[config.mk]
export PLATFORM = sky130hd
export DESIGN_NAME = dadda_mult_top
export DESIGN_NICKNAME = d
export VERILOG_FILES = /design/src/common/mult_pkg.sv /design/src/common/stage_rows_if.sv /design/src/reduction/compressor_4_2.sv /design/src/reduction/compressor_5_2.sv /design/src/reduction/first_stage_reduce.sv /design/src/reduction/second_stage_reduce.sv /design/src/hdl/pp_generate.sv /design/src/hdl/dadda_mult_top.sv
export SDC_FILE = /design/constraint.sdc
export NUM_CORES = 1
export LEC_CHECK = 0
export ABC_AREA = 1
export BUFFER_PORTS_ARGS = -buffer_cell sky130_fd_sc_hd__buf_2
export CAP_MARGIN = 20
export CORE_UTILIZATION = 25
export DETAILED_ROUTE_END_ITERATION = 7
export PLACE_DENSITY = 0.39
export SKIP_LAST_GASP = 1
export SYNTH_ARGS = -nofsm -noshare
export SYNTH_HDL_FRONTEND = slang
export SYNTH_SLANG_ARGS = --single-unit
[constraint.sdc]
create_clock -name clk -period 5.3 [get_ports clk]
set_input_delay 0 -clock clk [delete_from_list [all_inputs] [get_ports clk]]
set_output_delay 0 -clock clk [all_outputs]
set_load 0.01 [all_outputs]
[src/common/mult_pkg.sv]
package mult_pkg;

    // operand and product widths
    localparam int OP_WIDTH = 8;
    localparam int PROD_WIDTH = 2 * OP_WIDTH;

    // one partial-product row per multiplier bit
    localparam int PP_ROWS = OP_WIDTH;
    // rows left after the first reduction stage
    localparam int STAGE_ROWS = PP_ROWS / 2;

    typedef logic [OP_WIDTH-1:0] operand_t;
    typedef logic [PROD_WIDTH-1:0] product_t;

    // row k holds a * b[k], already shifted k columns up
    typedef product_t [PP_ROWS-1:0] pp_matrix_t;

    // 0: low sums, 1: low carries, 2: high carries, 3: high sums
    typedef product_t [STAGE_ROWS-1:0] stage_rows_t;

    // returns {carry, sum} of two bits
    function automatic logic [1:0] half_add
    (
        input logic x,
        input logic y
    );
        return {x & y, x ^ y};
    endfunction

    // returns {carry, sum} of three bits
    function automatic logic [1:0] full_add
    (
        input logic x,
        input logic y,
        input logic z
    );
        // majority gives the carry
        return {(x & y) | (x & z) | (y & z), x ^ y ^ z};
    endfunction

endpackage

[src/common/stage_rows_if.sv]
`timescale 1ns/1ps

interface stage_rows_if ();
    import mult_pkg::*;

    // sums and pass-through bits at their own column weight
    product_t row0;
    product_t row3;
    // carries, one column heavier than their index
    product_t row1;
    product_t row2;

    // first stage writes all four rows
    modport producer
    (
        output row0,
        output row1,
        output row2,
        output row3
    );

    // second stage aligns and compresses them
    modport consumer
    (
        input row0,
        input row1,
        input row2,
        input row3
    );

endinterface

[src/reduction/compressor_4_2.sv]
`timescale 1ns/1ps

module compressor_4_2
(
    input  logic [3:0] p,
    input  logic       cin,
    output logic       sum,
    output logic       carry,
    output logic       cout
);
    import mult_pkg::*;

    // sum of the first three inputs
    logic inner_sum;

    // first adder takes only column bits
    // so cout never waits on cin
    assign {cout, inner_sum} = full_add(p[0], p[1], p[2]);

    // second adder folds in the last bit and the incoming carry
    assign {carry, sum} = full_add(inner_sum, p[3], cin);

    // p0+p1+p2+p3+cin == sum + 2*(carry + cout)

endmodule

[src/reduction/compressor_5_2.sv]
`timescale 1ns/1ps

module compressor_5_2
(
    input  logic [4:0] p,
    input  logic       cin1,
    input  logic       cin2,
    output logic       sum,
    output logic       carry,
    output logic       cout1,
    output logic       cout2
);
    import mult_pkg::*;

    // partial sums along the adder chain
    logic sum_a;
    logic sum_b;

    // both outgoing carries come from column bits only
    assign {cout1, sum_a} = full_add(p[0], p[1], p[2]);
    assign {cout2, sum_b} = full_add(sum_a, p[3], p[4]);

    // last adder takes the two carries from the column below
    assign {carry, sum} = full_add(sum_b, cin1, cin2);

    // seven bits in, weight 1 sum plus three weight 2 bits out
    // p0..p4+cin1+cin2 == sum + 2*(carry + cout1 + cout2)

endmodule

[src/reduction/first_stage_reduce.sv]
`timescale 1ns/1ps

module first_stage_reduce
(
    input mult_pkg::pp_matrix_t pp,
    stage_rows_if.producer      rows
);
    import mult_pkg::*;

    // column view of the matrix, col[c][r] is row r at column c
    logic [PROD_WIDTH-1:0][PP_ROWS-1:0] col;

    // reduced rows before they go onto the interface
    wire stage_rows_t stage;

    // inter-column carries, chain1 from low rows, chain2 from high rows
    wire [PROD_WIDTH:0] chain1;
    wire [PROD_WIDTH:0] chain2;

    always_comb
    begin
        for (int c = 0; c < PROD_WIDTH; c++)
        begin
            for (int r = 0; r < PP_ROWS; r++)
            begin
                col[c][r] = pp[r][c];
            end
        end
    end

    // nothing enters below column 0
    assign chain1[0] = 1'b0;
    assign chain2[0] = 1'b0;

    genvar i;

    for (i = 0; i < PROD_WIDTH; i++)
    begin : g_col
        if (i == 0)
        begin : g_pass
            // single bit, passed straight through
            assign stage[0][i] = col[i][0];
            assign stage[1][i] = 1'b0;
            assign stage[2][i] = 1'b0;
            assign stage[3][i] = 1'b0;
            assign chain1[i+1] = 1'b0;
            assign chain2[i+1] = 1'b0;
        end
        else if (i == 1)
        begin : g_half
            assign {stage[1][i], stage[0][i]} = half_add(col[i][0], col[i][1]);
            assign stage[2][i] = 1'b0;
            assign stage[3][i] = 1'b0;
            assign chain1[i+1] = 1'b0;
            assign chain2[i+1] = 1'b0;
        end
        else if (i == 2)
        begin : g_full
            assign {stage[1][i], stage[0][i]} = full_add(col[i][0], col[i][1], col[i][2]);
            assign stage[2][i] = 1'b0;
            assign stage[3][i] = 1'b0;
            assign chain1[i+1] = 1'b0;
            assign chain2[i+1] = 1'b0;
        end
        else if (i < OP_WIDTH - 1)
        begin : g_low
            // rows 0..3 through a 4:2, chain1 starts here with a zero input
            compressor_4_2 u_comp_lo
            (
                .p     (col[i][3:0]),
                .cin   (chain1[i]),
                .sum   (stage[0][i]),
                .carry (stage[1][i]),
                .cout  (chain1[i+1])
            );
            assign chain2[i+1] = 1'b0;

            // rows 4 and up, as many as this column holds
            if (i == 3)
            begin : g_up_none
                assign stage[2][i] = 1'b0;
                assign stage[3][i] = 1'b0;
            end
            else if (i == 4)
            begin : g_up_pass
                assign stage[2][i] = 1'b0;
                assign stage[3][i] = col[i][4];
            end
            else if (i == 5)
            begin : g_up_half
                assign {stage[2][i], stage[3][i]} = half_add(col[i][4], col[i][5]);
            end
            else
            begin : g_up_full
                assign {stage[2][i], stage[3][i]} = full_add(col[i][4], col[i][5], col[i][6]);
            end
        end
        else if (i == OP_WIDTH - 1)
        begin : g_mid
            // full column of eight, two 4:2 side by side
            compressor_4_2 u_comp_lo
            (
                .p     (col[i][3:0]),
                .cin   (chain1[i]),
                .sum   (stage[0][i]),
                .carry (stage[1][i]),
                .cout  (chain1[i+1])
            );
            // chain2 is still zero here, it starts with this cout
            compressor_4_2 u_comp_hi
            (
                .p     (col[i][7:4]),
                .cin   (chain2[i]),
                .sum   (stage[3][i]),
                .carry (stage[2][i]),
                .cout  (chain2[i+1])
            );
        end
        else
        begin : g_high
            // upper five rows plus both chains
            compressor_5_2 u_comp
            (
                .p     (col[i][7:3]),
                .cin1  (chain1[i]),
                .cin2  (chain2[i]),
                .sum   (stage[0][i]),
                .carry (stage[1][i]),
                .cout1 (chain1[i+1]),
                .cout2 (chain2[i+1])
            );
            // remaining three rows, the low ones may be zero
            assign {stage[2][i], stage[3][i]} = full_add(col[i][0], col[i][1], col[i][2]);
        end
    end

    // carries out of column 15 are always zero, product fits in 16 bits
    assign rows.row0 = stage[0];
    assign rows.row1 = stage[1];
    assign rows.row2 = stage[2];
    assign rows.row3 = stage[3];

endmodule

[src/reduction/second_stage_reduce.sv]
`timescale 1ns/1ps

module second_stage_reduce
(
    stage_rows_if.consumer      rows,
    output mult_pkg::product_t  sum_row,
    output mult_pkg::product_t  carry_row
);
    import mult_pkg::*;

    // carry rows moved to their true column weight
    product_t carry_lo_aligned;
    product_t carry_hi_aligned;

    // column to column carry of the 4:2 row
    wire [PROD_WIDTH:0] ripple;

    // top bit shifted out is zero for any 8x8 product
    assign carry_lo_aligned = rows.row1 << 1;
    assign carry_hi_aligned = rows.row2 << 1;

    assign ripple[0] = 1'b0;

    genvar j;

    for (j = 0; j < PROD_WIDTH; j++)
    begin : g_col
        // four aligned bits in, sum stays, carry weighs one column more
        compressor_4_2 u_comp
        (
            .p     ({rows.row0[j], carry_lo_aligned[j], carry_hi_aligned[j], rows.row3[j]}),
            .cin   (ripple[j]),
            .sum   (sum_row[j]),
            .carry (carry_row[j]),
            .cout  (ripple[j+1])
        );
    end

    // ripple[16] dropped
    // carry_row still needs a one column shift before the final add

endmodule

[src/hdl/pp_generate.sv]
`timescale 1ns/1ps

module pp_generate
(
    input  mult_pkg::operand_t   a,
    input  mult_pkg::operand_t   b,
    output mult_pkg::pp_matrix_t pp
);
    import mult_pkg::*;

    always_comb
    begin
        for (int k = 0; k < PP_ROWS; k++)
        begin
            // a gated by multiplier bit k
            // widened first so the shift keeps the high bits
            pp[k] = product_t'(a & {OP_WIDTH{b[k]}}) << k;
        end
    end

    // columns below k and above k+7 stay zero in row k

endmodule

[src/hdl/dadda_mult_top.sv]
`timescale 1ns/1ps

module dadda_mult_top
(
    input  logic               clk,
    input  logic               rst,
    input  mult_pkg::operand_t a,
    input  mult_pkg::operand_t b,
    output mult_pkg::product_t product
);
    import mult_pkg::*;

    // operand register
    operand_t a_q;
    operand_t b_q;

    // partial products of the registered operands
    pp_matrix_t pp;

    // two rows left after the tree
    product_t sum_row;
    product_t carry_row;

    // final carry-propagate sum
    product_t product_d;

    // four rows between the two reduction stages
    stage_rows_if rows_if ();

    always_ff @(posedge clk)
    begin
        if (rst)
        begin
            a_q <= '0;
            b_q <= '0;
        end
        else
        begin
            a_q <= a;
            b_q <= b;
        end
    end

    pp_generate u_pp_generate
    (
        .a  (a_q),
        .b  (b_q),
        .pp (pp)
    );

    // eight rows down to four
    first_stage_reduce u_first_stage
    (
        .pp   (pp),
        .rows (rows_if.producer)
    );

    // four rows down to two
    second_stage_reduce u_second_stage
    (
        .rows      (rows_if.consumer),
        .sum_row   (sum_row),
        .carry_row (carry_row)
    );

    // carry row weighs one column more than its index
    assign product_d = sum_row + (carry_row << 1);

    // product register, result two edges after the operands are sampled
    always_ff @(posedge clk)
    begin
        if (rst)
        begin
            product <= '0;
        end
        else
        begin
            product <= product_d;
        end
    end

endmodule

**Word-level counts from Yosys, hierarchy flattened**

Index checks and enable logic that the tools add are counted.
W data, S select, Z words.

- Memories: 0
- Bits in latches: 0
- Bits in writable memories: 0
- Register bits: 32
- ROM bits: 0
- Word-level logic and storage cells: 455
- Bits of input ports: 18
- Output and inout bits: 16

- Bitwise logic cells: 451
- Multiplexer cells: 0
- Shift operators: 0
- Divide/modulo/power cells: 0
- Reduce and logical (&&, ||, !) cells: 0
- Equal/unequal tests: 0
- Multiply operators: 0
- $add $sub $neg: 1
- $lt $le $gt $ge: 0

Operators by type and width:

| kind | number |
|---|---|
| $and A1 B1 Y1 | 153 |
| $or A1 B1 Y1 | 118 |
| $xor A1 B1 Y1 | 114 |
| $and A8 B8 Y8 | 8 |
| $and A1 B1 Y1 const AB | 23 |
| $add A16 B16 Y16 | 1 |
| $xor A1 B1 Y1 const B | 12 |
| $xor A1 B1 Y1 const AB | 11 |
| $and A1 B1 Y1 const A | 9 |
| $xor A1 B1 Y1 const A | 2 |
| $and A1 B1 Y1 const B | 1 |

**Longest topological paths before layout**

Gate-level depths: netlist of the first run.

- Word-level depth: 16
- Depth in mapped cells: 20
- Gate-level depth less buffers: 19

**By module**

Synthesis of the first run repeated with hierarchy kept, for this count alone.

- Cells, all modules: 811
- Area total of the unflattened synthesis: 5,380.2 µm²

By module, submodules not included:

| module | sequential area each (µm²) | times used | cells an instance | area each (µm²) |
|---|---|---|---|---|
| dadda_mult_top | 640.6 | 1 | 252 | 1,690.4 |
| compressor_4_2 | 0.0 | 22 | 10 | 70.1 |
| pp_generate | 0.0 | 1 | 209 | 1,044.8 |
| compressor_5_2 | 0.0 | 8 | 13 | 97.6 |
| first_stage_reduce | 0.0 | 1 | 25 | 319.1 |
| second_stage_reduce | 0.0 | 1 | 1 | 3.8 |

**Worst setup path before layout of the first run**

No wires, ideal clock.

- Path type: register to register
- Start: register a_q[5]
- End: register product[10]
- Setup time: 0.113 ns
- Required time: 5.187 ns
- Stages on the path, launching flop included: 20
- Clock period less this slack: 4.030 ns
- Arrival: 3.917 ns
- Buffers on the path: 1
- Path slack: 1.270 ns
- Cell sequence: dfxtp_1 -> clkbuf_1 -> nand2_1 -> inv_1 -> fa_1 -> inv_1 -> fa_1 -> inv_1 -> fa_1 -> fa_1 -> fa_1 -> ha_1 -> nand2_1 -> inv_1 -> nand2_1 -> nand2_1 -> a21oi_1 -> nand2_1 -> nand2_1 -> nor2_1

- Cells in the longest elaborated chain, start to end: 14
- Elaborated cells on any way between the ends: 144
- Those cells by class: 1 x add/sub; 143 x bitwise

RTL lines:

| what | line | text |
|---|---|---|
| start: declaration | dadda_mult_top.sv:14 | `operand_t a_q;` |
| start signal: assignment | dadda_mult_top.sv:34 | `a_q <= '0;` |
| start signal: assignment | dadda_mult_top.sv:39 | `a_q <= a;` |
| $and A8 B8 Y8 | pp_generate.sv:17 | `pp[k] = product_t'(a & {OP_WIDTH{b[k]}}) << k;` |
| $and A1 B1 Y1 | mult_pkg.sv:38 | `return {(x & y) \| (x & z) \| (y & z), x ^ y ^ z};` |
| $or A1 B1 Y1 (2 in series) | mult_pkg.sv:38 |  |
| $and A1 B1 Y1 | mult_pkg.sv:38 |  |
| $or A1 B1 Y1 (2 in series) | mult_pkg.sv:38 |  |
| $and A1 B1 Y1 | mult_pkg.sv:38 |  |
| $or A1 B1 Y1 (2 in series) | mult_pkg.sv:38 |  |
| $and A1 B1 Y1 | mult_pkg.sv:38 |  |
| $or A1 B1 Y1 (2 in series) | mult_pkg.sv:38 |  |
| $add A16 B16 Y16 (*) | dadda_mult_top.sv:67 | `assign product_d = sum_row + (carry_row << 1);` |
| end signal: assignment | dadda_mult_top.sv:78 | `product <= product_d;` |
| end: declaration | dadda_mult_top.sv:9 | `output mult_pkg::product_t product` |

Every way passes the cells marked *; elsewhere a longest branch is shown, timed or not.
A chain may end at the register's enable or synchronous reset.

**Worst setup path in the final report of the first run**

- Start: register b_q[3]
- End: register product[13]

- Cells in the longest elaborated chain, start to end: 16
- Elaborated cells on any way between the ends: 191
- Those cells by class: 1 x add/sub; 190 x bitwise

RTL lines:

| what | line | text |
|---|---|---|
| start: declaration | dadda_mult_top.sv:15 | `operand_t b_q;` |
| start signal: assignment | dadda_mult_top.sv:35 | `b_q <= '0;` |
| start signal: assignment | dadda_mult_top.sv:40 | `b_q <= b;` |
| $and A8 B8 Y8 (*) | pp_generate.sv:17 |  |
| $xor A1 B1 Y1 (2 in series) | mult_pkg.sv:38 |  |
| $and A1 B1 Y1 | mult_pkg.sv:38 |  |
| $or A1 B1 Y1 (2 in series) | mult_pkg.sv:38 |  |
| $and A1 B1 Y1 | mult_pkg.sv:38 |  |
| $or A1 B1 Y1 (2 in series) | mult_pkg.sv:38 |  |
| $and A1 B1 Y1 | mult_pkg.sv:38 |  |
| $or A1 B1 Y1 (2 in series) | mult_pkg.sv:38 |  |
| $and A1 B1 Y1 | mult_pkg.sv:38 |  |
| $or A1 B1 Y1 (2 in series) | mult_pkg.sv:38 |  |
| $add A16 B16 Y16 (*) | dadda_mult_top.sv:67 |  |

Marks and branches as above.

==> summary.md, run 1 <==
The final setup TNS came out at 0 ps. The run gives 2647 as the number of global-route vias before repair. Antenna diode count: 0. The path with the worst hold slack has its endpoint at b_q[7]. The required time at the endpoint of the critical path came out at 5480 ps. Grouping stages by cell kind, the critical path spends the most delay in adder cells.

STA classifies the critical path endpoint as a flop. CTS built an H-tree with a depth of 2. The initial antenna violation count is 0, and the placement-stage cell area is 3413 um2. The logs give 71.04% for the relative max-transition margin and 6980 um for the final wirelength. After technology mapping, the gate count stands at 447. The die is 113.6 um wide. The number of placed instances, taps included, is 629. The number of hold violations in the final report is 0.

The run gives 4490 ps as the critical path data arrival time. The highest net fanout along the worst path was 8; the part of the cycle the worst path needs was 81.22%. For the number of resized instances in the post-cts repair step, the log shows 0.

The synthesized design spends more area on one cell type than any other, namely sky130_fd_sc_hd__fa_1. The count of nets left with antenna violations once routing finished came out at 0. Transition time at the pin with the least slew margin: 434.5 ps. Global routing used 12.76% of the available tracks.

In the routed layout, each cell is associated on average with a via count of 3.879. Count of TritonRoute iterations in the first routing pass: 4. The floorplan die area is 12910 um2. The power density relative to cell area was 206.0 nW/um2.

For the count of pins on the block boundary, the log shows 34. For this run the aggregate overflow at the end of global routing stands at 0. Most used cell along the critical path: sky130_fd_sc_hd__fa_1.

After detailed routing, the number of remaining DRC violations is 0. The critical path contains buffers and inverters numbering 3 combined. The tools report the number of DRC violations after detailed-routing iteration 0 as 84. The clock passes through at most 2 buffers. VDD sags by at most 0.0001088 V.

The type of the worst min-delay path was input pin to flop. The tools report the initial standard-cell utilization of the core as 25.82%. TritonCTS built the clock tree.

The post-synthesis instance area was 3114 um2; the final critical delay including setup and external delays was 4304 ps. Clock tree synthesis selected as its root buffer the cell sky130_fd_sc_hd__clkbuf_16. The final layout contains 567 nets. The library cells used most frequently in the layout, excluding fill and tap cells, are sky130_fd_sc_hd__inv_1 (136), sky130_fd_sc_hd__nand2_1 (121), sky130_fd_sc_hd__nor2_1 (43). The worst setup path is launched from a flop.

Buffers placed on the I/O ports in this run total 33. The number of max-slew violations in the final report was 0; the total nets after synthesis was 530. The first global-routing pass estimated 12520 um of wire.

The design draws 0.7697 mW. Startpoint of the tightest hold check path: rst. The endpoint identified for the worst register-to-register timing path is product[13]. The startpoint of the lowest-slack register-to-register path was b_q[3].

Dividing the detail-routed wire length by the instance count gives 10.69 um. By area the synthesized netlist is led by sky130_fd_sc_hd__fa_1 (24%), sky130_fd_sc_hd__dfxtp_1 (21%), sky130_fd_sc_hd__inv_1 (16%). The finished cells cover 3737 um2.

The netlist uses 19 different library cells. The run gives 16 as the number of hold buffers added after CTS. Measured in cells, the most critical reg-to-reg path has a length of 17. The clock reaches the later pin of the worst-skew pair after 280 ps. The instance count along the most critical hold path was 2; the final instance count without filler cells was 653.

The die is 113.6 um tall. The run finished with clean final reports. The flop and latch count out of synthesis is 32. Setup violations remaining at the end of the flow were counted as 0. The global placement routability congestion was 0.7936.

The leading cell type in the layout, fill and taps excluded is sky130_fd_sc_hd__inv_1. After synthesis, the largest area contributor takes up 23.78% of total cell area. The tools report the placeable core area as 12060 um2. Entering global routing, the biggest net connects 23 pins.

The cell at the slowest stage of the critical path was sky130_fd_sc_hd__fa_1. The logs give 5580 um for the post-detailed-placement half-perimeter wirelength and 40 for the number of standard-cell rows in the floorplan. The critical path is of the flop to flop type. Clock-pin slew was measured on the worst setup and hold paths at 60 ps.

The setup check on the worst reg-to-reg path leaves a slack of 1000 ps. The number of filler cells placed in the layout was 1338. Cells fill 30.99% of the core in the end. The average size of a mapped cell was 6.967 um2.

Based on the critical path, the design can be clocked at up to 232.3 MHz. Sequential cells were found to cover 20.57% of the synthesized design area. Across the run, the number of max-cap violations was 0. In this run, CTS created clock tree buffers numbering 5.

The tree built by TritonCTS fans out to 32 sinks. The critical path's largest stage delay works out to 530 ps. The number of post-CTS setup repair buffers was 0; the warning count from the yosys run was 0. The run gives 2533 as the total vias in the final route.

Setup repair after global routing left no endpoint under its margin. Leakage dissipation: 2.392 nW. The critical path goes through nand2_1 -> inv_1 -> fa_1 -> inv_1 -> fa_1 -> inv_1 -> fa_1 -> fa_1 -> fa_1 -> ha_1 -> nand2_1 -> nor2_1 -> nand3_1 -> nand3_1 -> nand2_1 -> nand2_1 -> nor2_1. For the clock skew, the log shows 8.147 ps. Fraction of layout instances using a drive strength above 1: 9.897%. The area growth from synthesis to layout is 20.01%.
kinds of logic after synthesis:
family | synth area share (%)
buffers and inverters | 18.96
AOI/OAI and AO/OA | 2.210
and+or+nand+nor | 23.22
DFF | 20.57
adders and majority gates | 35.03
Yosys cell counts:
library cell               instances
sky130_fd_sc_hd__a21oi_1           9
sky130_fd_sc_hd__buf_2             1
sky130_fd_sc_hd__buf_4             1
sky130_fd_sc_hd__clkbuf_1         17
sky130_fd_sc_hd__dfxtp_1          32
sky130_fd_sc_hd__fa_1             37
sky130_fd_sc_hd__ha_1             28
sky130_fd_sc_hd__inv_1           136
sky130_fd_sc_hd__inv_2             1
sky130_fd_sc_hd__nand2_1         121
sky130_fd_sc_hd__nand2_2           3
sky130_fd_sc_hd__nand2_4           1
sky130_fd_sc_hd__nand3_1           9
sky130_fd_sc_hd__nand3_2           2
sky130_fd_sc_hd__nand4_1           2
sky130_fd_sc_hd__nor2_1           43
sky130_fd_sc_hd__o21ai_0           2
sky130_fd_sc_hd__o21ai_1           1
sky130_fd_sc_hd__o21ai_2           1
area by class of cell:
type	count	area (um2)	area share (%)
clock buffer	6	128.9	3.448
clock inverter	2	35.03	0.9374
inverter	137	514.2	13.76
multi-input combinational	259	1883	50.39
sequential	32	640.6	17.14
tap	168	210.2	5.624
timing repair buffer	49	325.3	8.704
state kept, by name, indices dropped and copies added (netlist names):
signal,count
product,16
a_q,8
b_q,8
worst register-to-register path: stages, from the launching register on:
cell                      delay, ps
sky130_fd_sc_hd__dfxtp_1        400
sky130_fd_sc_hd__nand2_1        100
sky130_fd_sc_hd__inv_1           50
sky130_fd_sc_hd__fa_1           530
sky130_fd_sc_hd__inv_1           50
sky130_fd_sc_hd__fa_1           530
sky130_fd_sc_hd__inv_1           50
sky130_fd_sc_hd__fa_1           430
sky130_fd_sc_hd__fa_1           470
sky130_fd_sc_hd__fa_1           490
sky130_fd_sc_hd__ha_1           360
sky130_fd_sc_hd__nand2_1        100
sky130_fd_sc_hd__nor2_1         210
sky130_fd_sc_hd__nand3_1        120
sky130_fd_sc_hd__nand3_1        150
sky130_fd_sc_hd__nand2_1         60
sky130_fd_sc_hd__nand2_1         50
sky130_fd_sc_hd__nor2_1          40
worst max-delay path by stage:
stage	cells after the start	to	start
floorplan	19	product[10]	a_q[5]
CTS	17	product[13]	a_q[5]
global route	17	product[13]	a_q[5]
detailed placement	17	product[13]	a_q[5]
global placement	17	product[13]	a_q[5]
finish	17	product[13]	b_q[3]
through the flow:
step | setup slack [ps] | hold WS [ps]
3_5_place_dp | 1021 | 208.6
5_1_grt | 729.8 | 170.5
4_1_cts | 998.4 | 148.9
3_3_place_gp | 1000 | 201.0
6_report | 995.6 | 137.3
2_1_floorplan | 1270 | 71.18
per-layer routing:
layer	track usage (%)	part of all wire (%)	vias to the layer above
li1	-	-	1320
met1	15.13	46	1184
met2	23.05	50	22
met3	1.966	1.9	7
met4	5.000	1.8	0
met5	0	0	-
report_power, final:
| part | total, mW | internal (mW) | leakage, nW | switching, mW |
|---|---|---|---|---|
| sequential | 0.277 | 0.258 | 0.264 | 0.0191 |
| clock | 0.334 | 0.221 | 0.0808 | 0.113 |
| combinational | 0.159 | 0.0657 | 2.05 | 0.0930 |
| total | 0.770 | 0.545 | 2.39 | 0.225 |
(Power assumes the default switching activity.)
==> run 2, diff against run 1 <==
--- a/config.mk
+++ b/config.mk
@@ -10,7 +10,7 @@
 export CAP_MARGIN = 20
 export CORE_UTILIZATION = 25
 export DETAILED_ROUTE_END_ITERATION = 7
-export PLACE_DENSITY = 0.39
+export PLACE_DENSITY = 0.4
 export SKIP_LAST_GASP = 1
 export SYNTH_ARGS = -nofsm -noshare
 export SYNTH_HDL_FRONTEND = slang
==> constraint.sdc (replaced) <==
create_clock -name clk -period 3.8 [get_ports clk]
set_input_delay 0 -clock clk [delete_from_list [all_inputs] [get_ports clk]]
set_output_delay 0 -clock clk [all_outputs]
set_load 0.01 [all_outputs]
==> run 2 against run 1 <==
  * Non-clock buffer count rose by 18
  * Sequential power rose by 35%
  * Clock skew fell by 7.0 ps
  * Highest routed layer unchanged
==> summary.md, run 2 (synthesis gave the netlist of run 1 again) <==
The run gives 5 (unchanged) as the total clock buffers created by CTS. STA classifies the critical path endpoint as a flop. The maximum buffer depth of the clock tree was 2 (unchanged).

Number of DRC violations after detailed-routing iteration 0: 49 (-42%). The relative max-transition margin was 72.73% (+1.7 points); the switching fraction of total power was 30.65% (+1.4 points). The residual antenna-violating net count after detailed routing was 0 (unchanged); the clock latency on the worst-skew pair was 280 ps (about the same). The type of the worst min-delay path was input pin to flop. The critical path data arrival time came out at 3950 ps (-540 ps). Setup repair after global routing could not meet its margin everywhere.

The die extent in x was 113.6 um (unchanged); the initial standard-cell utilization of the core was 25.82% (unchanged). The library cells used most frequently in the layout, excluding fill and tap cells, are sky130_fd_sc_hd__inv_1 (129), sky130_fd_sc_hd__nand2_1 (106), sky130_fd_sc_hd__nor2_1 (37). The number of post-CTS setup repair buffers came out at 0 (unchanged).

The transition time at the pin with the least slew margin is 409.1 ps (-25.35 ps), and the number of max-slew violations in the final report is 0 (unchanged). The fraction of met1 tracks used by global routing was 15.18% (+0.044 points). The antenna diode count was 0 (unchanged).

The post-detailed-route via-to-cell ratio is 3.842 (-0.95%), and the required time at the endpoint of the critical path is 3980 ps (-1500 ps). Leaving out fill and tap cells, the most frequent cell in the layout is sky130_fd_sc_hd__inv_1. The run gives 2772 (+4.7%) as the number of global-route vias before repair.

The register with the most flip-flops in the final layout is product. The highest net fanout along the worst path was 4 (-4). The internal cell power was 0.7570 mW (+39%); the initial antenna violation count was 0 (unchanged). Count of pins on the block boundary: 34 (unchanged). The largest registers in the layout are product: 16 flops, a_q: 8 flops, b_q: 8 flops. The run finished with clean final reports. The global placement routability congestion came out at 0.7606 (-4.2%).

The startpoint kind of the worst setup timing path is a flop. Final critical delay including setup and external delays: 3772 ps (-532.8 ps). The number of hold violations in the final report was 0 (unchanged); the net total in the final layout was 585 (+3.2%). Compared with the post-synthesis result, the final layout area differs by 31.42%. The global-route wire length before repair came out at 12590 um (+0.55%).

Portion of total power attributed to sequential cells: 34.2% (-1.8 points). The number of clock sinks came out at 32 (unchanged). The clock network fraction of total power was 37.3% (-6.1 points); the total track usage was 12.46% (-0.30 points). The worst IR drop on VDD was 0.0001301 V (+20%); the count of unresolved DRC violations after routing was 0 (unchanged). The global routing stage identified its most utilized layer as met2.

The power density relative to cell area is 266.7 nW/um2 (+30%), and the final wirelength is 6912 um (-0.97%). The clock skew is 1.168 ps (-6.979 ps), and the placeable core area is 12060 um2 (unchanged). The tools report the count of TritonRoute iterations in the first routing pass as 4 (unchanged). The height of the die works out to 113.6 um (unchanged). The tools report the total vias in the final route as 2578 (+1.8%). Part of the cycle the worst path needs: 99.25% (+18 points). The number of H-tree levels came out at 2 (unchanged). The cell sitting at the root of the clock tree is a sky130_fd_sc_hd__clkbuf_16. The floorplan die area is 12910 um2 (unchanged). Final number of setup-violating endpoints: 0 (unchanged). Maximum number of pins on one net before global-route repair: 23 (unchanged). The final core area utilization is 33.93% (+2.9 points), and the minimum setup slack in the final design is 28.38 ps (-967.2 ps).

Worst-case setup slack after placement: -60.71 ps (-1082 ps). The fraction of layout instances using a drive strength above 1 was 23.66% (+14 points). TritonCTS built the clock tree. The combinational group share of total power was 28.5% (+7.9 points); the met3 track demand over resource was 2.444% (+0.48 points). The number of maximum-capacitance violations is 0 (unchanged).

The run gives 2.503 nW (+4.6%) as the leakage dissipation. Flip-flop count of the largest register, all copies and words added: 16 (unchanged). The clock slew at the register clock pins of the worst setup and hold paths works out to 50 ps (about the same). The number of standard-cell rows in the floorplan is 40 (unchanged).

The routed wirelength normalized by instance count was 10.30 um (-3.6%). The tools report the highest attainable clock frequency as 265.1 MHz (+14%). The critical path is of the flop to flop type.

The global route total overflow is 0 (unchanged). The tools report the met2 track demand over resource as 21.95% (-1.1 points). The number of input and output port buffers inserted was 33 (unchanged); the switching component of the power was 0.3346 mW (+49%).

The post-detailed-placement half-perimeter wirelength is 5603 um (+0.43%).
run 2: cell count changes in the layout (fill, tap and decap cells not counted), sizes merged:
cell    change
clkinv      +1
bufinv      -1
buf        +18
run 2: cell type report:
| type | instances | area, um2 |
|---|---|---|
| multi-input combinational | 259 | 2108 |
| tap | 168 | 210.2 |
| timing repair buffer | 67 | 464.2 |
| sequential | 32 | 646.9 |
| fill | 1301 | 7969 |
| clock inverter | 2 | 10.01 |
| inverter | 137 | 514.2 |
| clock buffer | 6 | 138.9 |
run 2: worst max-delay path, cell delays in order (launching register included):
cell	delay, ps
sky130_fd_sc_hd__dfxtp_2	320
sky130_fd_sc_hd__nand2_2	60
sky130_fd_sc_hd__inv_2	30
sky130_fd_sc_hd__fa_1	540
sky130_fd_sc_hd__inv_2	40
sky130_fd_sc_hd__fa_1	490
sky130_fd_sc_hd__inv_2	40
sky130_fd_sc_hd__fa_2	330
sky130_fd_sc_hd__fa_1	500
sky130_fd_sc_hd__fa_1	450
sky130_fd_sc_hd__ha_4	340
sky130_fd_sc_hd__nand2_4	80
sky130_fd_sc_hd__nor2_4	140
sky130_fd_sc_hd__nand3_2	80
sky130_fd_sc_hd__nand3_2	70
sky130_fd_sc_hd__nand2_1	50
sky130_fd_sc_hd__nand2_1	60
sky130_fd_sc_hd__nor2_1	40
run 2: power by group through the flow:
stage	logic (mW)	clock network (mW)	registers (mW)
after floorplan	0.182	0	0.380
after global placement	0.265	0	0.381
after detailed placement	0.265	0	0.380
after CTS	0.282	0.420	0.373
after global routing	0.358	0.434	0.377
final	0.312	0.407	0.373
run 2: worst paths after layout:
| check | start | to | slack [ps] | cells after the start |
|---|---|---|---|---|
| min reg2reg | a_q[0] | product[0] | 610 | 3 |
| max | a_q[3] | product[12] | 30 | 17 |
| max reg2reg | a_q[3] | product[12] | 30 | 17 |
| min | rst | product[4] | 120 | 2 |
run 2: per-layer routing:
metal  routed length, um  vias up
met1                3379     1189
met5                   0        -
li1                    -     1357
met4                 106        0
met3                 150        6
met2                3277       26
run 2: timing repair:
item,CTS,global route
setup endpoints to repair,6,9
hold endpoints to repair,16,0
hold buffers,16,0
pin swaps,3,12
gates resized for setup,5,41
run 2: stage by stage:
stage	area, um2	std cells	hold slack (ps)	setup TNS, ps	total power [mW]
floorplan	3199	447	71.18	-52.84	0.5616
global placement	3611	647	201.4	-166.7	0.6453
detailed placement	3611	647	206.1	-154.1	0.6447
CTS	3938	671	126.8	0	1.075
global route	4093	671	159.0	-791.5	1.170
finish	4093	671	119.8	0	1.092
